### config.mk
export PLATFORM = sky130hd
export DESIGN_NAME = avmm_cmd_capture
export DESIGN_NICKNAME = d
export VERILOG_FILES = /design/src/ddr_mem_pkg.sv /design/src/avmm_cmd_capture.sv
export SDC_FILE = /design/constraint.sdc
export NUM_CORES = 1
export LEC_CHECK = 0
export ABC_AREA = 1
export BUFFER_PORTS_ARGS = -buffer_cell sky130_fd_sc_hd__buf_2
export CORE_UTILIZATION = 30
export CTS_CLUSTER_SIZE = 14
export DETAILED_ROUTE_END_ITERATION = 12
export PLACE_DENSITY = 0.69
export SYNTH_ARGS = -nofsm -noshare
export SYNTH_HDL_FRONTEND = slang
export SYNTH_SLANG_ARGS = --single-unit
export TNS_END_PERCENT = 30
### constraint.sdc
create_clock -name DDR4_USERCLK -period 12.7 [get_ports DDR4_USERCLK]
set_input_delay 2.54 -clock DDR4_USERCLK [delete_from_list [all_inputs] [get_ports DDR4_USERCLK]]
set_output_delay 2.54 -clock DDR4_USERCLK [all_outputs]
set_load 0.05 [all_outputs]
### src/ddr_mem_pkg.sv
package ddr_mem_pkg;

	// ********************
	// sizes
	// ********************
	localparam int DATA_BYTES      = 8;                 // bytes per word
	localparam int DATA_WIDTH      = DATA_BYTES * 8;    // 64 bit data path
	localparam int MEM_WORDS       = 256;               // words per bank
	localparam int WORD_ADDR_WIDTH = 8;                 // log2 of MEM_WORDS
	localparam int BYTE_ADDR_WIDTH = 11;                // low 3 bits unused
	localparam int BURST_WIDTH     = 7;                 // burstcount 1..64
	localparam int NUM_BANKS       = 2;

	// ********************
	// bus side types
	// ********************

	// one avalon-mm command beat as driven by the master
	typedef struct packed {
		logic                       read;
		logic                       write;
		logic [BYTE_ADDR_WIDTH-1:0] address;     // byte address
		logic [BURST_WIDTH-1:0]     burstcount;
		logic [DATA_WIDTH-1:0]      writedata;
		logic [DATA_BYTES-1:0]      byteenable;
	} avmm_cmd_t;

	// captured beat, word addressed, enables already widened
	typedef struct packed {
		logic                       read;
		logic                       write;
		logic [WORD_ADDR_WIDTH-1:0] addr;
		logic [BURST_WIDTH-1:0]     burstcount;
		logic [DATA_WIDTH-1:0]      wdata;
		logic [DATA_WIDTH-1:0]      mask;        // one bit per data bit
	} mem_beat_t;

	typedef struct packed {
		logic                  readdatavalid;
		logic [DATA_WIDTH-1:0] readdata;
	} avmm_rsp_t;

endpackage
### src/avmm_cmd_capture.sv
`timescale 1ns/100ps

module avmm_cmd_capture (
	input  logic                   DDR4_USERCLK,
	input  logic                   rst,
	input  ddr_mem_pkg::avmm_cmd_t cmd,
	input  logic                   beat_take,     // sequencer consumes held beat
	output logic                   waitrequest,
	output ddr_mem_pkg::mem_beat_t beat,
	output logic                   beat_valid
);
	import ddr_mem_pkg::*;

	logic                   accept;               // beat accepted at next edge
	logic                   burst_start;          // accepted beat opens a burst
	logic [BURST_WIDTH-1:0] wr_left;              // write beats still due in burst
	logic [DATA_WIDTH-1:0]  bit_mask;

	// ********************
	// handshake
	// ********************

	// stall only while a held beat is not consumed this cycle
	assign waitrequest = beat_valid & ~beat_take;
	assign accept      = (cmd.read | cmd.write) & ~waitrequest;
	assign burst_start = cmd.read | (wr_left == '0);  // reads are always single cmd

	// widen byte enables, each one covers a full byte lane
	always_comb begin
		for (int i = 0; i < DATA_BYTES; i++) begin
			bit_mask[i*8 +: 8] = {8{cmd.byteenable[i]}};
		end
	end

	// ********************
	// holding register
	// ********************
	always_ff @(posedge DDR4_USERCLK) begin
		if (rst) begin
			beat_valid <= 1'b0;
			wr_left    <= '0;
		end else begin
			if (accept)
				beat_valid <= 1'b1;       // new beat replaces a taken one
			else if (beat_take)
				beat_valid <= 1'b0;

			// follow write bursts so burst starts can be told apart
			if (accept && cmd.write) begin
				if (wr_left == '0)
					wr_left <= cmd.burstcount - 1'b1;
				else
					wr_left <= wr_left - 1'b1;
			end
		end
	end

	// payload, no reset needed
	always_ff @(posedge DDR4_USERCLK) begin
		if (accept) begin
			beat.read       <= cmd.read;
			beat.write      <= cmd.write;
			beat.addr       <= cmd.address[BYTE_ADDR_WIDTH-1 -: WORD_ADDR_WIDTH]; // drop lsbs
			beat.burstcount <= cmd.burstcount;
			beat.wdata      <= cmd.writedata;
			beat.mask       <= bit_mask;
		end
	end

	// a burst may never be opened with a zero length
	a_burst_len: assert property (
		@(posedge DDR4_USERCLK) disable iff (rst)
		(accept && burst_start) |-> (cmd.burstcount != '0)
	);

endmodule

==> flow_metrics.tcl <==
set metrics [dict create \
    outcome "finished, final reports clean" \
    cts_root_buf "clkbuf_8" \
    worst_pin_slew_ns 1.062 \
    finalSetupViolations 0 \
    n_antenna_cell 0 \
    synth.distinct_cells 8 \
    period_share 0.4434 \
    cts_tree "yes" \
    drt_iter0_markers 50 \
    met1_usage 0.1261 \
    synth_xor_area_frac 0 \
    layout_min_cycle_time_ns 5.632 \
    syn_avg_cell_area_sq_um 20.65 \
    nets 441 \
    cpMostUsedCell "buf_2" \
    synth_area_sq_mm 0.003139 \
    cts_hold_buf 0 \
    yosys_register_bits 90 \
    clockBufferDepth 2 \
    coreArea_sq_mm 0.009955 \
    fillers 915 \
    grt_use_met3 0.04386 \
    cp_max_fo 2 \
    syn_inst 152 \
    synth_top_family_by_area "buffers and inverters" \
    worstPathCellList "buf_2 > inv_1 > nand2_2 > inv_2 > buf_2" \
    syn_nets 247 \
    max-slew-margin-rel 0.2922 \
    ios 242 \
    powerDensity_mw_per_mm2 170.2 \
    htreeDepth 3 \
    cts_inserted_buffers 9 \
    use_met2 0.2162 \
    synthAdderAreaFrac 0 \
    holdWs_ns 0.5067 \
    cp.required_ns 10.16 \
    post_cts_buffers 0 \
    tns_ns 0 \
    grt_most_used_layer "met2" \
    vias 1892 \
    fp.dieW_microns 104.3 \
    fp-row-count 36 \
    layout-drive-gt1-share 0.7265 \
    via_per_inst 3.909 \
    rsz0062_at_grt "false" \
    critical_path_class "input pin to output pin" \
    final-max-slew-violation-count 0 \
    critPathMaxStageDelay_ns 0.26 \
    antenna_found_initial 0 \
    max_cap_violations 0 \
    drc 0 \
    hpwl_microns 5115 \
    wirelength_microns 6754 \
    gp_routability_congestion 0.6868 \
    cp_slowest_cell "buf_2" \
    yosysTopAreaCell "edfxtp_1" \
    die-area_sq_mm 0.01088 \
    firstDrtPassIters 5 \
    cts.sinks 90 \
    ys_warn_count 0 \
    postRouteAntennaNets 0 \
    ys_seq_area_frac 0.8577 \
    start_kind "input pin" \
    max_freq_mhz 177.6 \
    clkTransAtPathRegs_ns 0.08 \
    hold_path.class "flip-flop to flip-flop" \
    max-vdd-ir-drop_mv 0.07762 \
    hold_viol_final 0 \
    start_util 0.3154 \
    port_buffers 238 \
    area_growth_syn_to_layout_pct 36.27 \
    synth_top_area_share 0.8513 \
    netlist_top_cells_area "edfxtp_1 (85%), buf_4 (13%), dfxtp_1 (0.64%)" \
    worst_clock_skew_ns 0.01197 \
    overflow 0 \
    wl_per_cell_microns 13.95 \
    grt_util_all_layers 0.1250 \
    synthMuxAreaShare 0 \
    synth_compound_area_frac 0.001594 \
    grt_pass1_wl_microns 9873 \
    end_kind "output pin" \
    critical_path.top_delay_family "buffers and inverters" \
    cp.arrival_ns 3.09 \
    post_cts_resize_count 0 \
    cp_num_buf_inv 4 \
    leakage_uw 0.001948 \
    die_h_microns 104.3 \
    grt_pass1_vias 1911 \
    grt_max_degree 85 \
    clk_latency_ns 0.36 \
    synth-simple-area-share 0.004384 \
]
layout make-up:
cell class | count | area [sq um] | area share
multi-input cells | 4 | 26.28 | 0.006142
well taps | 133 | 166.4 | 0.03890
clock inverters | 5 | 55.05 | 0.01287
repair buffers | 239 | 1199 | 0.2802
flip-flops and latches | 90 | 2693 | 0.6294
inverters | 2 | 7.507 | 0.001755
clock buffers | 11 | 131.4 | 0.03071
routing by layer:
| layer | vias to the layer above | share of wire |
|---|---|---|
| met3 | 15 | 0.091 |
| li1 | 881 | - |
| met4 | 0 | 0.031 |
| met1 | 854 | 0.38 |
| met2 | 142 | 0.50 |
| met5 | - | 0 |
Yosys cell counts, drive strengths merged:
library cell and number:
a21oi 1, buf 56, dfxtp 1, edfxtp 89, inv 2, nand2 1
nor2 2
logic make-up after synthesis:
group,count (synthesis)
AO/OA/AOI/OAI,1
buffers and inverters,58
AND/OR/NAND/NOR,3
flip-flops,90
state kept, by name, summed over array words and instances (netlist names):
signal      count
beat_valid      1
beat           89
metrics by stage:
stage	total power (uW)	util	cell area [sq um]	setup WS [ns]	instances
final	728.0	0.4297	4278	7.068	484
after global routing	758.0	0.4297	4278	7.022	484
after CTS	739.1	0.4297	4278	7.057	484
after detailed placement	549.7	0.4110	4091	7.059	468
after global placement	548.0	0.4110	4091	7.068	468
after floorplan	520.2	-	3139	5.667	152
worst register-to-register path, cell delays in order (launching register included):
cell	delay [ns]
dfxtp_1	0.33
nand2_2	0.08
inv_2	0.05
nor2_4	0.19
buf_4	0.84
placed cells by master, fill, tap and decap left out, drive strengths merged:
cell      netlist  final
a21oi           1      1
buf            56    239
bufinv          0      1
clkbuf          0     11
clkinv          0      3
clkinvlp        0      1
dfxtp           1      1
edfxtp         89     89
inv             2      2
nand2           1      1
nor2            2      2
report_power, final:
group | leakage (uW) | internal (uW) | switching [uW]
combinational | 0.000963 | 32.7 | 148
clock | 0.0000909 | 90.5 | 96.7
sequential | 0.000894 | 353 | 7.34
path summary, 6_finish.rpt:
kind              startpoint          end  slack, ns  depth (start not counted)
setup / recovery   beat_take  waitrequest       7.07                          5
hold / removal    beat_valid   beat_valid       0.51                          2
setup reg to reg  beat_valid    beat[107]      10.76                          4
hold reg to reg   beat_valid   beat_valid       0.51                          2
(Power assumes the default switching activity.)
