### src/ddr_mem_pkg.sv
package ddr_mem_pkg;

	// ********************
	// sizes
	// ********************
	localparam int DATA_BYTES      = 8;                 // bytes per word
	localparam int DATA_WIDTH      = DATA_BYTES * 8;    // 64 bit data path
	localparam int MEM_WORDS       = 256;               // words per bank
	localparam int WORD_ADDR_WIDTH = 8;                 // log2 of MEM_WORDS
	localparam int BYTE_ADDR_WIDTH = 11;                // low 3 bits unused
	localparam int BURST_WIDTH     = 7;                 // burstcount 1..64
	localparam int NUM_BANKS       = 2;

	// ********************
	// bus side types
	// ********************

	// one avalon-mm command beat as driven by the master
	typedef struct packed {
		logic                       read;
		logic                       write;
		logic [BYTE_ADDR_WIDTH-1:0] address;     // byte address
		logic [BURST_WIDTH-1:0]     burstcount;
		logic [DATA_WIDTH-1:0]      writedata;
		logic [DATA_BYTES-1:0]      byteenable;
	} avmm_cmd_t;

	// captured beat, word addressed, enables already widened
	typedef struct packed {
		logic                       read;
		logic                       write;
		logic [WORD_ADDR_WIDTH-1:0] addr;
		logic [BURST_WIDTH-1:0]     burstcount;
		logic [DATA_WIDTH-1:0]      wdata;
		logic [DATA_WIDTH-1:0]      mask;        // one bit per data bit
	} mem_beat_t;

	typedef struct packed {
		logic                  readdatavalid;
		logic [DATA_WIDTH-1:0] readdata;
	} avmm_rsp_t;

endpackage
### src/burst_sequencer.sv
`timescale 1ns/100ps

module burst_sequencer (
	input  logic                                     DDR4_USERCLK,
	input  logic                                     rst,
	input  ddr_mem_pkg::mem_beat_t                   beat,
	input  logic                                     beat_valid,
	output logic                                     beat_take,
	output logic                                     ram_rd,
	output logic                                     ram_wr,
	output logic [ddr_mem_pkg::WORD_ADDR_WIDTH-1:0]  ram_addr,
	output logic [ddr_mem_pkg::DATA_WIDTH-1:0]       ram_wdata,
	output logic [ddr_mem_pkg::DATA_WIDTH-1:0]       ram_mask,
	output logic                                     rd_issue   // tags word sent to ram
);
	import ddr_mem_pkg::*;

	typedef enum logic [1:0] {
		S_IDLE,
		S_RD,       // read burst, command still held upstream
		S_WR        // write burst open, waiting for further beats
	} state_t;

	state_t                     state;
	logic [WORD_ADDR_WIDTH-1:0] addr_cnt;     // next word of the burst
	logic [BURST_WIDTH-1:0]     left;         // words still due after the last issue
	logic                       issue_rd;
	logic                       issue_wr;
	logic                       last;         // word issued now closes the burst
	logic [WORD_ADDR_WIDTH-1:0] issue_addr;

	// ********************
	// issue decision
	// ********************
	always_comb begin
		issue_rd   = 1'b0;
		issue_wr   = 1'b0;
		last       = 1'b0;
		issue_addr = addr_cnt;
		case (state)
			S_IDLE: begin
				if (beat_valid) begin
					issue_addr = beat.addr;           // first word from the beat itself
					issue_rd   = beat.read;
					issue_wr   = beat.write;
					last       = (beat.burstcount == BURST_WIDTH'(1));
				end
			end
			S_RD: begin
				issue_rd = beat_valid;                // read cmd stays held
				last     = (left == BURST_WIDTH'(1));
			end
			S_WR: begin
				issue_wr = beat_valid & beat.write;   // one word per write beat
				last     = (left == BURST_WIDTH'(1));
			end
			default: ;
		endcase
	end

	// writes taken at once, reads only on their final word
	assign beat_take = issue_wr | (issue_rd & last);

	// ********************
	// burst state
	// ********************
	always_ff @(posedge DDR4_USERCLK) begin
		if (rst) begin
			state    <= S_IDLE;
			addr_cnt <= '0;
			left     <= '0;
			ram_rd   <= 1'b0;
			ram_wr   <= 1'b0;
			rd_issue <= 1'b0;
		end else begin
			ram_rd   <= issue_rd;
			ram_wr   <= issue_wr;
			rd_issue <= issue_rd;
			if (issue_rd || issue_wr) begin
				addr_cnt <= issue_addr + 1'b1;       // wraps at MEM_WORDS
				if (state == S_IDLE) begin
					left <= beat.burstcount - 1'b1;  // counters loaded from first beat
					if (!last)
						state <= issue_rd ? S_RD : S_WR;
				end else begin
					left <= left - 1'b1;
					if (last)
						state <= S_IDLE;
				end
			end
		end
	end

	// ram payload
	always_ff @(posedge DDR4_USERCLK) begin
		ram_addr  <= issue_addr;
		ram_wdata <= beat.wdata;
		ram_mask  <= beat.mask;   // per beat enables, not latched from first beat
	end

	// a beat flagged both read and write would drive both ports
	a_rd_wr_excl: assert property (
		@(posedge DDR4_USERCLK) disable iff (rst)
		!(ram_rd && ram_wr)
	);

	// master must finish a write burst before reading
	a_no_rd_in_wr: assert property (
		@(posedge DDR4_USERCLK) disable iff (rst)
		(state == S_WR) |-> !(beat_valid && beat.read)
	);

endmodule

### config.mk
export PLATFORM = sky130hd
export DESIGN_NAME = burst_sequencer
export DESIGN_NICKNAME = d
export VERILOG_FILES = /design/src/ddr_mem_pkg.sv /design/src/burst_sequencer.sv
export SDC_FILE = /design/constraint.sdc
export NUM_CORES = 1
export LEC_CHECK = 0
export ABC_AREA = 1
export BUFFER_PORTS_ARGS = -buffer_cell sky130_fd_sc_hd__buf_2
export CORE_ASPECT_RATIO = 1.25
export CORE_MARGIN = 2
export CORE_UTILIZATION = 30
export DETAILED_ROUTE_END_ITERATION = 8
export HOLD_SLACK_MARGIN = 0.03
export PLACE_DENSITY = 0.64
export SKIP_LAST_GASP = 1
export SLEW_MARGIN = 20
export SYNTH_ARGS = -nofsm -noshare
export SYNTH_HDL_FRONTEND = slang
export SYNTH_SLANG_ARGS = --single-unit
### constraint.sdc
create_clock -name DDR4_USERCLK -period 3 [get_ports DDR4_USERCLK]
set_input_delay 0.3 -clock DDR4_USERCLK [delete_from_list [all_inputs] [get_ports DDR4_USERCLK]]
set_output_delay 0.3 -clock DDR4_USERCLK [all_outputs]
set_load 0.02 [all_outputs]
==> flow_summary.json <==
{
  "status": "completed",
  "dp_worst_setup_slack_ns": 0.863,
  "grt_pass1_vias": 3921,
  "setup_viol": 0,
  "period_share_pct": 85.0,
  "ys_types": 24,
  "yosys.area.top_type": "dfxtp_1",
  "vias": 4046,
  "synth_area_um2": 4190,
  "ys_ff_latch": 155,
  "fin_nets": 957,
  "reg2reg_depth": 7,
  "clkPwrFrac_pct": 39.9,
  "holdBufCountCts": 128,
  "drc": 0,
  "max-slew-margin-rel_pct": 69.6,
  "syn_to_final_growth_pct": 82.8,
  "setup_tns_ns": 0,
  "cp_max_fo": 11,
  "leakagePower_nw": 3.87,
  "crit_buf_inv": 2,
  "grt_first_pass_wirelength_um": 19700,
  "worstPathRequired_ns": 2.70,
  "grt_max_degree": 27,
  "std_cell_rows": 48,
  "worst_slew_pin_slew_ns": 0.455,
  "cp_common_cell": "nand2_1",
  "p_seq_share_pct": 43.7,
  "wire_per_inst_um": 14.2,
  "cts_buffer_depth": 2,
  "critical_path_arrival_ns": 2.25,
  "cp-start-kind": "register",
  "grt_overflow": 0,
  "power_switching_mw": 1.46,
  "p_total_mw": 5.21,
  "synth-edff-count": 0,
  "fp.dieH_um": 136,
  "yosys_warnings": 0,
  "dieWidth_um": 110,
  "cts.clk_slew.worst_paths_ns": 0.07,
  "firstDrtPassIters": 4,
  "ant_nets": 0,
  "synthArstFlopShare_pct": 0,
  "via_per_inst": 4.10,
  "critical-path-top-delay-family": "simple AND/OR/NAND/NOR gates",
  "clock-sinks": 155,
  "reg2reg_setup_slack_ns": 0.86,
  "root_buffer": "clkbuf_16",
  "crit_path_end_kind": "output port",
  "grt_setup_unrepaired": "false",
  "drt_iter0_markers": 177,
  "synth_area_leaders": "dfxtp_1, nand2_1, nand3_1, inv_1, o21ai_0",
  "cts_tree": "built",
  "synth_most_common_cell": "dfxtp_1",
  "core-area_um2": 13800,
  "ctsHtreeMaxLevel": 4,
  "timing.rr.start": "state[0]",
  "skew_ns": 0.00848,
  "synthCells": 373,
  "hold_class": "in2reg",
  "pwr_density_cell_nw_per_um2": 682,
  "combPwrFrac_pct": 16.5,
  "rr_endpoint": "addr_cnt[3]",
  "met1_usage_pct": 17.4,
  "drv_cap": 0,
  "cts_buffers": 17,
  "post-cts-setup-buffers": 0,
  "path_cells": "inv_1 > ha_1 > nand2_2 > nor2_1 > nand2_1 > nand2_1 > nand2_1 > o21ai_0 > buf_2",
  "final_layout_size_suffix_gt1_share_pct": 40.5,
  "synthFlopType": "dfxtp_1",
  "path_depth": 9,
  "io_pins": 288,
  "antenna_found_initial": 1,
  "ys_seq_area_share_pct": 74.1,
  "synth_fp_nets": 530,
  "path_class": "reg2out",
  "drv_slew": 0,
  "syn_avg_cell_area_um2": 11.2,
  "dp_hpwl_um": 9280,
  "fmax_mhz": 392,
  "wl_um": 14000,
  "fp.dieArea_um2": 14900,
  "ir_drop_mv": 0.433,
  "cp_slowest_stage_delay_ns": 0.40,
  "grt.busiest_layer": "met2",
  "grtUsageMet2_pct": 33.0,
  "final-hold-violation-count": 0,
  "yosysTopAreaCellShare_pct": 74.1,
  "cts_resized": 0,
  "critPathCapture": "beat_take",
  "insertedDiodeCount": 0,
  "synth_commonest_cells": "dfxtp_1, nand2_1, inv_1",
  "grt.met3_usage_pct": 6.86,
  "critPathSlowestCell": "ha_1",
  "swShare_pct": 27.9,
  "startpoint": "state[0]",
  "portBuffers": 287,
  "initial_core_util_pct": 30.4,
  "gp_congestion": 0.816,
  "p_int_mw": 3.76,
  "clock_latency_ns": 0.41,
  "fin_ws_ns": 0.449,
  "grt_usage_pct": 17.9,
  "finalCriticalPeriod_ns": 2.55
}
==> state kept, by name, summed over array words and instances, names as in the netlist <==
register and cells:
ram_mask 64, state 2, addr_cnt 8, ram_wdata 64, ram_addr 8, ram_wr 1, left 7, rd_issue 1
==> worst min-delay path by stage <==
stage          cells after the start      start             to  slack (ns)
2_1_floorplan                      0    beat[0]    ram_mask[0]        0.33
3_3_place_gp                       1   beat[67]   ram_wdata[3]        0.40
3_5_place_dp                       1  beat[101]  ram_wdata[37]        0.40
4_1_cts                            2        rst        left[2]        0.18
5_1_grt                            2        rst        left[2]        0.18
6_report                           2        rst        left[2]        0.20
==> routing by layer <==
| metal | vias up | routed length [um] |
|---|---|---|
| met5 | - | 13 |
| met2 | 156 | 7500 |
| met3 | 30 | 1150 |
| met4 | 2 | 436 |
| li1 | 2024 | - |
| met1 | 1834 | 4950 |
==> worst reg2reg max path: cells and delay by family (launching register included) <==
family | cells | cell delay [ns]
buffers and inverters | 2 | 0.13
flip-flops | 1 | 0.36
adder cells (fa/ha/maj) | 1 | 0.34
AND/OR/NAND/NOR | 3 | 0.83
AO/OA/AOI/OAI | 1 | 0.38
==> power by group through the flow <==
stage	clock network [mW]	logic, mW	registers, mW
6_report	2.08	0.858	2.28
5_1_grt	2.21	0.940	2.29
4_1_cts	2.12	0.856	2.28
3_5_place_dp	0	0.722	2.32
3_3_place_gp	0	0.712	2.32
2_1_floorplan	0	0.297	2.46
==> kinds of logic after synthesis <==
logic type,Yosys count,synth area share [%]
xor+xnor,4,0.837
compound gates,32,4.25
mux,1,0.239
simple gates,122,12.6
flops,155,74.1
fa+ha+maj,9,2.69
buf+inv,50,5.20
==> final cells by class <==
type,instances,area (um^2)
repair buffers,416,2730
inverters,42,158
clock inverters,15,156
well taps,175,219
flip-flops and latches,155,3100
multi-input cells,168,865
clock buffers,17,425
fillers,1177,6100
==> cells in the final DEF (no fill, tap or decap), types with 2 or more instances in the layout <==
| cell type | netlist | routed |
|---|---|---|
| nand3_1 | 32 | 32 |
| nand2_1 | 53 | 53 |
| or2_2 | 3 | 3 |
| xor2_1 | 3 | 3 |
| nor2_1 | 24 | 24 |
| dlygate4sd3_1 | 0 | 128 |
| nand4_1 | 4 | 4 |
| inv_8 | 0 | 2 |
| buf_2 | 0 | 287 |
| dfxtp_1 | 155 | 155 |
| nand2_2 | 4 | 4 |
| inv_1 | 42 | 42 |
| ha_1 | 9 | 9 |
| a21oi_1 | 4 | 4 |
| clkinvlp_4 | 0 | 4 |
| o21ai_0 | 23 | 23 |
| clkbuf_16 | 0 | 17 |
| inv_6 | 0 | 5 |
==> per-stage QoR <==
step	cell area, um^2	cells	hold WS (ns)	utilization, %
after floorplan	4190	373	0.328	-
after global placement	5790	828	0.402	42.1
after detailed placement	5790	828	0.404	42.1
after CTS	7650	988	0.176	55.6
after global routing	7650	988	0.183	55.6
final	7650	988	0.200	55.6
Power figures use the tool's default switching activity.
