--- src/ddr_mem_pkg.sv ---
package ddr_mem_pkg;

	// ********************
	// sizes
	// ********************
	localparam int DATA_BYTES      = 8;                 // bytes per word
	localparam int DATA_WIDTH      = DATA_BYTES * 8;    // 64 bit data path
	localparam int MEM_WORDS       = 256;               // words per bank
	localparam int WORD_ADDR_WIDTH = 8;                 // log2 of MEM_WORDS
	localparam int BYTE_ADDR_WIDTH = 11;                // low 3 bits unused
	localparam int BURST_WIDTH     = 7;                 // burstcount 1..64
	localparam int NUM_BANKS       = 2;

	// ********************
	// bus side types
	// ********************

	// one avalon-mm command beat as driven by the master
	typedef struct packed {
		logic                       read;
		logic                       write;
		logic [BYTE_ADDR_WIDTH-1:0] address;     // byte address
		logic [BURST_WIDTH-1:0]     burstcount;
		logic [DATA_WIDTH-1:0]      writedata;
		logic [DATA_BYTES-1:0]      byteenable;
	} avmm_cmd_t;

	// captured beat, word addressed, enables already widened
	typedef struct packed {
		logic                       read;
		logic                       write;
		logic [WORD_ADDR_WIDTH-1:0] addr;
		logic [BURST_WIDTH-1:0]     burstcount;
		logic [DATA_WIDTH-1:0]      wdata;
		logic [DATA_WIDTH-1:0]      mask;        // one bit per data bit
	} mem_beat_t;

	typedef struct packed {
		logic                  readdatavalid;
		logic [DATA_WIDTH-1:0] readdata;
	} avmm_rsp_t;

endpackage
--- src/read_return.sv ---
`timescale 1ns/100ps

module read_return (
	input  logic                                    DDR4_USERCLK,
	input  logic                                    rst,
	input  logic                                    ram_wr,
	input  logic [ddr_mem_pkg::WORD_ADDR_WIDTH-1:0] ram_addr,
	input  logic                                    rd_issue,
	input  logic [ddr_mem_pkg::DATA_WIDTH-1:0]      ram_rdata,
	output ddr_mem_pkg::avmm_rsp_t                  rsp
);
	import ddr_mem_pkg::*;

	logic [MEM_WORDS-1:0] written;      // one bit per word ever written
	logic                 v1;           // ram read in flight
	logic                 w1;           // its word was written

	// ********************
	// written bitmap
	// ********************
	always_ff @(posedge DDR4_USERCLK) begin
		if (rst) begin
			written <= '0;
		end else if (ram_wr) begin
			written[ram_addr] <= 1'b1;
		end
	end

	// stage 1, lines up with the ram read
	always_ff @(posedge DDR4_USERCLK) begin
		if (rst) begin
			v1 <= 1'b0;
			w1 <= 1'b0;
		end else begin
			v1 <= rd_issue;
			w1 <= written[ram_addr];   // ram_wr low here, no bypass needed
		end
	end

	// ********************
	// response register
	// ********************
	always_ff @(posedge DDR4_USERCLK) begin
		if (rst)
			rsp.readdatavalid <= 1'b0;
		else
			rsp.readdatavalid <= v1;
	end

	always_ff @(posedge DDR4_USERCLK) begin
		if (v1)
			rsp.readdata <= w1 ? ram_rdata : '0;   // zero fill for fresh words
	end

	a_rdv_known: assert property (
		@(posedge DDR4_USERCLK) disable iff (rst)
		!$isunknown(rsp.readdatavalid)
	);

endmodule

--- config.mk ---
export PLATFORM = sky130hd
export DESIGN_NAME = read_return
export DESIGN_NICKNAME = d
export VERILOG_FILES = /design/src/ddr_mem_pkg.sv /design/src/read_return.sv
export SDC_FILE = /design/constraint.sdc
export NUM_CORES = 1
export LEC_CHECK = 0
export BUFFER_PORTS_ARGS = -buffer_cell sky130_fd_sc_hd__buf_4
export CAP_MARGIN = 40
export CORE_ASPECT_RATIO = 0.75
export CORE_MARGIN = 3
export CORE_UTILIZATION = 50
export CTS_BUF_LIST = sky130_fd_sc_hd__clkbuf_8
export DETAILED_ROUTE_END_ITERATION = 6
export PLACE_DENSITY = 0.72
export SYNTH_ARGS = -nofsm -noshare
export SYNTH_HDL_FRONTEND = slang
export SYNTH_SLANG_ARGS = --single-unit
--- constraint.sdc ---
create_clock -name DDR4_USERCLK -period 6.9 [get_ports DDR4_USERCLK]
set_input_delay 1.38 -clock DDR4_USERCLK [delete_from_list [all_inputs] [get_ports DDR4_USERCLK]]
set_output_delay 1.38 -clock DDR4_USERCLK [all_outputs]
set_load 0.1 [all_outputs]
==> results of run 1 <==
## layer usage
layer / up-vias / GRT usage [%]
met5: - / 0
met4: 0 / 6.18
met3: 59 / 4.44
met2: 375 / 34.9
met1: 4734 / 34.4
li1: 4577 / -
## report_power, final
part	switching (mW)	leakage [nW]	internal, mW	total [mW]
Clock	0.725	0.585	0.880	1.61
Sequential	0.00330	2.82	1.94	1.94
Combinational	0.173	2.74	0.0843	0.257
Total	0.900	6.14	2.90	3.80
## flip-flops by register name (all words and copies together) (netlist names)
| signal | cells |
|---|---|
| v1 | 1 |
| w1 | 1 |
| written | 256 |
| rsp | 65 |
## worst reg2reg max path, cell delays in order, from the launching register on
cell       delay, ns
dfxtp_1         0.33
mux4_1          0.52
mux4_2          0.52
nand2_1         0.11
o2111ai_1       0.13
o211ai_1        0.15
a221oi_2        0.08
## worst min path at each step
stage                  from           end  cells past startpoint  slack [ns]
5_1_grt        written[119]  written[119]                      2        0.48
3_3_place_gp   written[240]  written[240]                      2        0.44
3_5_place_dp   written[177]  written[177]                      2        0.45
2_1_floorplan  written[133]  written[133]                      2        0.43
4_1_cts        written[177]  written[177]                      2        0.46
6_report       written[229]  written[229]                      2        0.46
## per-stage QoR
stage	total power, mW	hold WS [ns]	cells
2_1_floorplan	2.15	0.428	1224
3_3_place_gp	2.23	0.440	1629
3_5_place_dp	2.24	0.447	1640
4_1_cts	3.84	0.464	1729
5_1_grt	3.94	0.478	1729
6_report	3.80	0.461	1729
## synth_stat cells (all sizes together), types with 2 or more instances
| library cell | number | area (µm²) |
|---|---|---|
| o211ai | 3 | 32.5 |
| or3 | 3 | 18.8 |
| dfxtp | 259 | 5180 |
| and2 | 66 | 413 |
| nand4 | 3 | 18.8 |
| o22ai | 4 | 25.0 |
| mux2 | 4 | 45.0 |
| nand3 | 6 | 30.0 |
| mux4 | 57 | 1380 |
| nor3 | 9 | 45.0 |
| nor2b | 9 | 56.3 |
| buf | 34 | 231 |
| edfxtp | 64 | 1920 |
| nor2 | 293 | 1100 |
| o221ai | 2 | 17.5 |
| clkbuf | 61 | 230 |
| inv | 3 | 11.3 |
| a221oi | 5 | 50.0 |
| nand2 | 19 | 71.3 |
| o2111ai | 3 | 26.3 |
| mux2i | 22 | 220 |
| and3 | 2 | 12.5 |
| nand2b | 7 | 43.8 |
| o21ai | 8 | 40.0 |
| a21oi | 259 | 1300 |
| a31oi | 2 | 12.5 |
| a22oi | 6 | 45.0 |
## layout make-up
cell class	count	share of cell area, %
Clock buffer	65	5.94
Clock inverter	24	0.897
Inverter	3	0.0747
Multi-Input combinational cell	803	33.8
Sequential cell	323	47.2
Tap cell	331	2.75
Timing Repair Buffer	180	9.34
## cell usage in the layout, fill, tap and decap left out, types with 7 or more instances in the layout
| cell type | count |
|---|---|
| mux4_2 | 32 |
| clkbuf_8 | 65 |
| mux2i_1 | 22 |
| edfxtp_1 | 64 |
| nand2_1 | 19 |
| and2_1 | 66 |
| inv_1 | 18 |
| nor2b_1 | 9 |
| nand2b_1 | 7 |
| nor3_1 | 8 |
| buf_6 | 7 |
| nor2_1 | 293 |
| dfxtp_1 | 258 |
| o21ai_0 | 8 |
| mux4_1 | 25 |
| a21oi_1 | 259 |
| buf_4 | 170 |
## logic make-up after synthesis
group / Yosys count / share of synthesized area, %
and+or+nand+nor: 421 / 14.5
DFF: 323 / 56.1
AOI/OAI and AO/OA: 299 / 12.7
buffers and inverters: 98 / 3.73
muxes: 83 / 13.0
==> impl_summary.log, run 1 <==
[metrics] clock tree root driver cell: clkbuf_8
[metrics] actual slew at the worst max-slew pin: between 0.8 and 0.9 ns
[metrics] Crit path largest cell delay: between 0.6 and 0.7 ns
[metrics] Die Wd: 190 µm
[metrics] gr ovfl total: 0
[metrics] cell repeated most along the worst path: buf_4
[metrics] category of the worst setup path capture point: flop
[metrics] smallest setup slack after layout: 3.24 ns
[metrics] Maximum Capacitance Violations: 0
[metrics] vias per cell: 5.64
[metrics] first-pass GRT wire length: 50.3 mm
[metrics] via count of the first global-routing pass: 9245
[metrics] drt wl/cell: ~19 µm
[metrics] Warnings, synthesis: 0
[metrics] CTS tree: built
[metrics] prevailing post-synth register cell: dfxtp_1
[metrics] Fin. Hold Viols: 0
[metrics] layout filler cell count: 2003
[metrics] post-layout utilization of the core: between 60% and 70%
[metrics] total count of max-transition violations in the final report: 0
[metrics] Diodes inserted: 0
[metrics] number of enable-type register cells in the synthesized netlist: 64
[metrics] Pwr per Cell Area: between 200 and 300 nW/µm²
[metrics] status: complete, no violations
[metrics] effective utilization at floorplan: 51.8%
[metrics] worst skew pair latency: a little under 0.6 ns
[metrics] iteration-0 DRC count of the detailed router: 1070
[metrics] worst slack, placed: 2.70 ns
[metrics] logic depth of the worst path, buffers included: 9
[metrics] layout-stage area growth over the synthesis result: 19.0%
[metrics] Detailed Routing Iterations Pass 1: 7
[metrics] number of distinct library cells after synthesis: 46
[metrics] unrepaired setup endpoints after global routing: false
[metrics] area taken by multi-input logic gates: a little over 5000 µm²
[metrics] number of placement rows: slightly below 50
[metrics] Worst R2R Start: written[89]
[metrics] HPWL after detailed placement: 20.9 mm
[metrics] length of routed met2 wiring: 14.7 mm
[metrics] drt total wl: 32.6 mm
[metrics] Clock H-tree levels: 2
[metrics] Resized Gates After CTS: 0
[metrics] CTS Buf Count: 48
[metrics] Final Critical Period: about 3.7 ns
[metrics] post-synthesis register bit count: 323
[metrics] maximum number of pins on one net before global-route repair: 79
[metrics] number of nets in the synthesized netlist: 1300
[metrics] Worst Reg2Reg Path Length in Cells: 6
[metrics] buffers and inverters on the worst path: 2
[metrics] sequential-to-total area share from yosys stat: 56.1%
[metrics] global-route usage over all layers: 23.1%
[metrics] number of buffers added for setup after CTS: 0
[metrics] antenna violations before repair: 0
[metrics] worst hold-check path type: reg2reg
[metrics] clk slew on worst S/H paths: ~0.06 ns
[metrics] IO Port Bufs: 140
[metrics] asr flop ratio synth: 0%
[metrics] startpoint kind of the worst setup timing path: input port
[metrics] fmax: around 270 MHz
[metrics] Worst slew margin: 44.8%
[metrics] Final Setup Violations: 0
[metrics] amount of wire on met3 after detailed routing: 2.55 mm
[metrics] critical register-to-register path endpoint: w1
[metrics] Critical Path Slowest Stage Cell: buf_4
[metrics] worst reg2reg setup slack: approximately 5 ns
[metrics] data required time at the worst endpoint: 7.36 ns
[metrics] DRT antenna net count: 0
[metrics] crit-path leading delay family: buffers and inverters
[metrics] end point of the critical path: w1
[metrics] WP data arrival: a little over 4 ns
[metrics] Mapped Cells: roughly 1200
[metrics] overall via count from detail_route: 9745
[metrics] clk buf depth: 3
[metrics] DIE AREA: 27300 µm²
[metrics] Post-Syn Area per Cell: roughly 10 µm²
[metrics] height of the die: approximately 140 µm
[metrics] Total Nets Final: 1435
[metrics] total area of sequential cells: around 7100 µm²
[metrics] Worst Clk Skew: 0.0339 ns
[metrics] worst vdd ir: 0.000142 V
[metrics] type of the setup path with the least slack: in2reg
[metrics] worst-path fanout max: 39
[metrics] Routed met1 length: 14.8 mm
[metrics] Critical Path, Cell by Cell: buf_4 -> buf_4 -> mux2i_1 -> a221oi_1 -> nor2_1 -> o211ai_2 -> a21oi_1 -> or3_1 -> a221oi_2
[metrics] layout cells sized above 1: 21.0%
[metrics] number of placed I/O pins: 141
[metrics] instance area at placement: 14000 µm²
[metrics] mapped cell area: 12700 µm²
[metrics] hold_buf cts: 0
[metrics] uppermost layer routed: met4
[metrics] final setup TNS: 0 ns
[metrics] sinks on the clock net: 323
[metrics] last weighted congestion value of the routability-driven placer: about 0.84
[metrics] DR DRC count: 0
[metrics] post-route fraction of the period consumed by the critical path: between 50% and 60%
[metrics] start point of the critical path: ram_addr[0]
[metrics] placeable core region: ~24000 µm²
[metrics] Design Area, Final: ~15000 µm²
[metrics] Leak: 6.14 nW
Note: power is estimated with default switching activity, not from simulation.
==> inputs of run 2 (changes only) <==
==> constraint.sdc (replaced) <==
create_clock -name DDR4_USERCLK -period 3.4 [get_ports DDR4_USERCLK]
set_input_delay 0.68 -clock DDR4_USERCLK [delete_from_list [all_inputs] [get_ports DDR4_USERCLK]]
set_output_delay 0.68 -clock DDR4_USERCLK [all_outputs]
set_load 0.1 [all_outputs]
==> impl_summary.log, run 2 (synthesis results as in run 1) <==
[metrics] overall via count from detail_route: 9780 (was 9745)
[metrics] register containing the most flip-flops in the final layout: written (unchanged)
[metrics] HPWL after detailed placement: 20.9 mm (about the same)
[metrics] category of the worst setup path capture point: flop (unchanged)
[metrics] internal power summed over all cells: 5.81 mW (was 2.90 mW)
[metrics] gr ovfl total: 0 (unchanged)
[metrics] first-pass GRT wire length: 50.1 mm (was 50.3 mm)
[metrics] clock network fraction of total power: 41.2% (was 42.2%)
[metrics] worst reg2reg setup slack: 1.35 ns (was 4.89 ns)
[metrics] Worst Reg2Reg Path Length in Cells: 6 (unchanged)
[metrics] Maximum Capacitance Violations: 0 (unchanged)
[metrics] worst-path fanout max: 39 (unchanged)
[metrics] layout filler cell count: 2058 (was 2003)
[metrics] end of the worst hold path: v1 (was written[229])
[metrics] fmax: between 400 and 500 MHz
[metrics] Total Nets Final: 1445 (was 1435)
[metrics] Final Critical Period: 2.42 ns
[metrics] iteration-0 DRC count of the detailed router: 961 (was 1070)
[metrics] sinks on the clock net: 323 (unchanged)
[metrics] number of placed I/O pins: 141 (unchanged)
[metrics] Worst Hold Margin: 0.346 ns (was 0.461 ns)
[metrics] total area of sequential cells: 7110 µm² (unchanged)
[metrics] Pwr per Cell Area: 504 nW/µm² (was 252 nW/µm²)
[metrics] Worst R2R Start: written[230] (was written[89])
[metrics] height of the die: 144 µm (unchanged)
[metrics] fraction of power spent switching nets: 23.4% (was 23.7%)
[metrics] total count of max-transition violations in the final report: 0 (unchanged)
[metrics] Leak: 6.18 nW (was 6.14 nW)
[metrics] post-route fraction of the period consumed by the critical path: a little over 70%
[metrics] combinational fraction of design power: 6.9% (was 6.8%)
[metrics] worst vdd ir: 0.000303 V (was 0.000142 V)
[metrics] CTS Buf Count: 47 (was 48)
[metrics] Clock H-tree levels: 2 (unchanged)
[metrics] Layout Cells excl Fill: 1737 (was 1729)
[metrics] max FFs per register: 256 (unchanged)
[metrics] last weighted congestion value of the routability-driven placer: 0.866 (was 0.845)
[metrics] clk slew on worst S/H paths: 0.06 ns (about the same)
[metrics] worst hold path cell count: 2 (unchanged)
[metrics] global-route usage over all layers: 23.2% (was 23.1%)
[metrics] startpoint kind of the worst setup timing path: input port (unchanged)
[metrics] effective utilization at floorplan: 51.8% (unchanged)
[metrics] critical register-to-register path endpoint: w1 (unchanged)
[metrics] Fin. Hold Viols: 0 (unchanged)
[metrics] Final Setup Violations: 0 (unchanged)
[metrics] DRT antenna net count: 0 (unchanged)
[metrics] Flop pwr share: 51.9% (was 51.0%)
[metrics] most frequent standard cell in the layout excluding fill and tap cells: nor2_1 (unchanged)
[metrics] vias per cell: 5.63 (was 5.64)
[metrics] clock tree root driver cell: clkbuf_8 (unchanged)
[metrics] most frequent cells in the layout: 293 x nor2_1, 259 x a21oi_1, 258 x dfxtp_1 (unchanged)
[metrics] Switch Pwr: 1.77 mW (was 900 µW)
[metrics] hold_buf cts: 0 (unchanged)
[metrics] data required time at the worst endpoint: 3.86 ns (was 7.36 ns)
[metrics] type of the setup path with the least slack: in2reg (unchanged)
[metrics] layout cells sized above 1: 21.2% (was 21.0%)
[metrics] Placed Cells incl. Taps: 1651 (was 1640)
[metrics] layout-stage area growth over the synthesis result: 18.9% (was 19.0%)
[metrics] Worst slew margin: 48.3% (was 44.8%)
[metrics] placeable core region: 24500 µm² (unchanged)
[metrics] actual slew at the worst max-slew pin: 0.775 ns (was 0.827 ns)
[metrics] status: complete, no violations (unchanged)
[metrics] number of placement rows: 49 (unchanged)
[metrics] Resized Gates After CTS: 0 (unchanged)
[metrics] area taken by multi-input logic gates: 5100 µm² (unchanged)
[metrics] CTS tree: built (unchanged)
[metrics] number of buffers added for setup after CTS: 0 (unchanged)
[metrics] maximum number of pins on one net before global-route repair: 103 (was 79)
[metrics] antenna violations before repair: 0 (unchanged)
[metrics] drt wl/cell: 18.7 µm (was 18.9 µm)
[metrics] Worst Clk Skew: 0.0303 ns (was 0.0339 ns)
[metrics] Die Wd: 190 µm (unchanged)
[metrics] DIE AREA: 27300 µm² (unchanged)
[metrics] unrepaired setup endpoints after global routing: false (unchanged)
[metrics] drt total wl: 32.6 mm (about the same)
[metrics] worst skew pair latency: 0.58 ns (about the same)
[metrics] clk buf depth: 3 (unchanged)
[metrics] worst hold-check path type: in2reg (was reg2reg)
[metrics] via count of the first global-routing pass: 9156 (was 9245)
[metrics] largest registers: written: 256 flops, rsp: 65 flops (unchanged)
[metrics] Detailed Routing Iterations Pass 1: 5 (was 7)
[metrics] DR DRC count: 0 (unchanged)
[metrics] WP data arrival: 2.88 ns (was 4.13 ns)
[metrics] IO Port Bufs: 140 (unchanged)
[metrics] final setup TNS: 0 ns (unchanged)
[metrics] hold wc startpoint: rd_issue (was written[229])
run 2: how the worst max path moves through the flow:
| stage | endpoint | from |
|---|---|---|
| 6_report | w1 | ram_addr[0] |
| 5_1_grt | w1 | ram_addr[0] |
| 4_1_cts | w1 | ram_addr[0] |
| 3_5_place_dp | w1 | ram_addr[0] |
| 3_3_place_gp | w1 | ram_addr[0] |
| 2_1_floorplan | w1 | ram_addr[0] |
run 2: per-layer routing:
metal | track usage (%) | vias to the layer above | part of all wire, %
li1 | - | 4601 | -
met1 | 34.0 | 4729 | 44
met2 | 34.4 | 390 | 45
met3 | 5.27 | 60 | 9.0
met4 | 7.70 | 0 | 2.2
met5 | 0 | - | 0
run 2: final cells by class:
type                    instances  area share (%)
clock inverters                26            1.02
flip-flops and latches        323            47.2
diodes                          1          0.0166
repair buffers                191            9.71
multi-input cells             803            33.8
inverters                       3          0.0748
well taps                     331            2.75
clock buffers                  59            5.39
run 2: power by group through the flow:
stage | combinational, mW | clock (mW) | sequential [mW]
finish | 0.521 | 3.13 | 3.94
CTS | 0.517 | 3.20 | 3.94
detailed placement | 0.516 | 0 | 4.02
floorplan | 0.257 | 0 | 4.11
global placement | 0.512 | 0 | 4.02
global route | 0.555 | 3.37 | 3.94
run 2: worst max-delay path, stage by stage:
cell,delay [ns]
buf_4,0.29
buf_12,0.31
mux2i_1,0.14
a221oi_1,0.38
nor2_1,0.09
o211ai_2,0.19
a21oi_1,0.09
or3_1,0.39
a221oi_2,0.27
run 2: metrics by stage:
step	instance area, µm²	power, mW	setup WS (ns)	util (%)
detailed placement	14100	4.54	0.442	57.6
floorplan	12700	4.36	0.983	-
global placement	14100	4.53	0.475	57.6
CTS	15100	7.66	1.03	61.6
finish	15100	7.59	0.980	61.6
global route	15100	7.86	0.901	61.6
==> inputs of run 3 (changes only) <==
--- a/config.mk
+++ b/config.mk
@@ -12,7 +12,7 @@
 export CORE_UTILIZATION = 50
 export CTS_BUF_LIST = sky130_fd_sc_hd__clkbuf_8
 export DETAILED_ROUTE_END_ITERATION = 6
-export PLACE_DENSITY = 0.72
+export PLACE_DENSITY = 0.74
 export SYNTH_ARGS = -nofsm -noshare
 export SYNTH_HDL_FRONTEND = slang
 export SYNTH_SLANG_ARGS = --single-unit
==> constraint.sdc (replaced) <==
create_clock -name DDR4_USERCLK -period 2.2 [get_ports DDR4_USERCLK]
set_input_delay 0.44 -clock DDR4_USERCLK [delete_from_list [all_inputs] [get_ports DDR4_USERCLK]]
set_output_delay 0.44 -clock DDR4_USERCLK [all_outputs]
set_load 0.1 [all_outputs]
==> impl_summary.log, run 3 (synthesis results as in run 1) <==
[metrics] status: complete, no violations (unchanged)
[metrics] area taken by multi-input logic gates: 5100 µm² (unchanged)
[metrics] CTS Buf Count: 48 (was 47)
[metrics] total count of max-transition violations in the final report: 0 (unchanged)
[metrics] layout cells sized above 1: 24.8% (was 21.2%)
[metrics] maximum number of pins on one net before global-route repair: 65 (was 103)
[metrics] Diodes inserted: 0 (was 1)
[metrics] smallest setup slack after layout: 0.246 ns (was 0.980 ns)
[metrics] Crit path largest cell delay: 0.54 ns (was 0.39 ns)
[metrics] Worst slew margin: 60.8% (was 48.3%)
[metrics] critical register-to-register path endpoint: w1 (unchanged)
[metrics] Worst Clk Skew: 0.0226 ns (was 0.0303 ns)
[metrics] Worst Hold Margin: 0.0961 ns (was 0.346 ns)
[metrics] most frequent cells in the layout: 293 x nor2_1, 259 x a21oi_1, 258 x dfxtp_1 (unchanged)
[metrics] number of placed I/O pins: 141 (unchanged)
[metrics] data required time at the worst endpoint: 2.67 ns (was 3.86 ns)
[metrics] total power draw: 12.2 mW (was 7.59 mW)
[metrics] Clock H-tree levels: 2 (unchanged)
[metrics] layout filler cell count: 1958 (was 2058)
[metrics] max FFs per register: 256 (unchanged)
[metrics] worst skew pair latency: 0.58 ns (about the same)
[metrics] Resized Gates After CTS: 0 (unchanged)
[metrics] antenna violations before repair: 0 (unchanged)
[metrics] placeable core region: 24500 µm² (unchanged)
[metrics] fmax: 512 MHz
[metrics] cell repeated most along the worst path: buf_4
[metrics] Worst Reg2Reg Path Length in Cells: 6 (unchanged)
[metrics] Worst R2R Start: written[243] (was written[230])
[metrics] clk buf depth: 3 (unchanged)
[metrics] effective utilization at floorplan: 51.8% (unchanged)
[metrics] clock tree root driver cell: clkbuf_8 (unchanged)
[metrics] most frequent standard cell in the layout excluding fill and tap cells: nor2_1 (unchanged)
[metrics] HPWL after detailed placement: 23.1 mm (was 20.9 mm)
[metrics] global-route usage over all layers: 24.4% (was 23.2%)
[metrics] height of the die: 144 µm (unchanged)
[metrics] Fin. Hold Viols: 0 (unchanged)
[metrics] startpoint kind of the worst setup timing path: input port (unchanged)
[metrics] DIE AREA: 27300 µm² (unchanged)
[metrics] DRT antenna net count: 0 (unchanged)
[metrics] worst hold path cell count: 2 (unchanged)
[metrics] Maximum Capacitance Violations: 0 (unchanged)
[metrics] WP data arrival: 2.42 ns (was 2.88 ns)
[metrics] first-pass GRT wire length: 52.7 mm (was 50.1 mm)
[metrics] buffers and inverters on the worst path: 3 (was 2)
[metrics] CTS tree: built (unchanged)
[metrics] Leak: 6.49 nW (was 6.18 nW)
[metrics] hold_buf cts: 0 (unchanged)
[metrics] worst slack, placed: -0.368 ns (was 0.442 ns)
[metrics] layout-stage area growth over the synthesis result: 23.9% (was 18.9%)
[metrics] unrepaired setup endpoints after global routing: false (unchanged)
[metrics] worst hold-check path type: in2reg (unchanged)
[metrics] crit-path leading delay family: buffers and inverters (was compound AO/OA/AOI/OAI gates)
[metrics] number of buffers added for setup after CTS: 0 (unchanged)
[metrics] Detailed Routing Iterations Pass 1: 6 (was 5)
[metrics] clk slew on worst S/H paths: 0.06 ns (about the same)
[metrics] total area of sequential cells: 7110 µm² (unchanged)
[metrics] via count of the first global-routing pass: 9702 (was 9156)
[metrics] Total Nets Final: 1498 (was 1445)
[metrics] Final Critical Period: 1.95 ns
[metrics] DR DRC count: 0 (unchanged)
[metrics] drt total wl: 33.9 mm (was 32.6 mm)
[metrics] Pwr per Cell Area: 775 nW/µm² (was 504 nW/µm²)
[metrics] worst reg2reg setup slack: 0.26 ns (was 1.35 ns)
[metrics] vias per cell: 5.67 (was 5.63)
[metrics] hold wc startpoint: rd_issue (unchanged)
[metrics] Critical Path, Cell by Cell: buf_4 -> buf_12 -> buf_4 -> mux4_1 -> a22oi_1 -> o211ai_2 -> o22ai_1 -> or3_1 -> a221oi_2 (was buf_4 -> buf_12 -> mux2i_1 -> a221oi_1 -> nor2_1 -> o211ai_2 -> a21oi_1 -> or3_1 -> a221oi_2)
[metrics] gr ovfl total: 0 (unchanged)
[metrics] actual slew at the worst max-slew pin: 0.586 ns (was 0.775 ns)
[metrics] number of placement rows: 49 (unchanged)
[metrics] drt wl/cell: 18.9 µm (was 18.7 µm)
[metrics] IO Port Bufs: 140 (unchanged)
[metrics] type of the setup path with the least slack: in2reg (unchanged)
[metrics] Critical Path Slowest Stage Cell: mux4_1 (was or3_1)
[metrics] Final Setup Violations: 0 (unchanged)
[metrics] register containing the most flip-flops in the final layout: written (unchanged)
[metrics] post-layout utilization of the core: 64.2% (was 61.6%)
[metrics] overall via count from detail_route: 10100 (was 9780)
[metrics] last weighted congestion value of the routability-driven placer: 0.870 (was 0.866)
[metrics] Die Wd: 190 µm (unchanged)
[metrics] largest registers: written: 256 flops, rsp: 65 flops (unchanged)
[metrics] worst vdd ir: 0.000559 V (was 0.000303 V)
[metrics] end of the worst hold path: v1 (unchanged)
[metrics] category of the worst setup path capture point: flop (unchanged)
[metrics] worst-path fanout max: 22 (was 39)
[metrics] post-route fraction of the period consumed by the critical path: 88.8%
[metrics] iteration-0 DRC count of the detailed router: 876 (was 961)
[metrics] sinks on the clock net: 323 (unchanged)
-- run 3: final cells by class --
cell class / instances / area share [%]
Clock buffer: 62 / 5.44
Clock inverter: 25 / 1.22
Inverter: 3 / 0.0717
Multi-Input combinational cell: 803 / 32.5
Sequential cell: 323 / 45.3
Tap cell: 331 / 2.64
Timing Repair Buffer: 243 / 12.9
-- run 3: worst max-delay path by stage --
stage / startpoint / endpoint / slack [ns] / cells past startpoint
after CTS: written[179] / w1 / 0.25 / 7
after detailed placement: ram_addr[0] / w1 / -0.37 / 9
after global placement: ram_addr[0] / w1 / -0.34 / 9
after floorplan: ram_addr[0] / w1 / 0.02 / 8
final: ram_addr[0] / w1 / 0.25 / 9
after global routing: ram_addr[0] / w1 / 0.13 / 11
-- run 3: per-layer routing --
| layer | up-vias | GRT usage [%] | routed length [µm] |
|---|---|---|---|
| li1 | 4711 | - | - |
| met1 | 4949 | 35.0 | 15000 |
| met2 | 430 | 37.6 | 15400 |
| met3 | 52 | 5.97 | 2940 |
| met4 | 0 | 6.22 | 542 |
| met5 | - | 0 | 0 |
-- run 3: through the flow --
step,instances,setup TNS [ns],instance area (µm²)
after floorplan,1224,0,12700
final,1790,0,15700
after global placement,1701,-0.500,14600
after CTS,1790,0,15700
after global routing,1790,0,15700
after detailed placement,1703,-1.31,14700
-- run 3: worst register-to-register path, stage by stage, from the launching register on --
cell	delay [ns]
dfxtp_1	0.33
mux4_1	0.50
mux2_2	0.27
or3_1	0.32
o2111ai_1	0.14
and3_1	0.21
a221oi_2	0.06
-- run 3: where the power goes --
group	leakage [nW]	internal [mW]	switching [mW]
registers	2.82	6.07	0.0112
clock network	0.582	2.89	2.28
logic	3.09	0.347	0.563
total	6.49	9.31	2.85
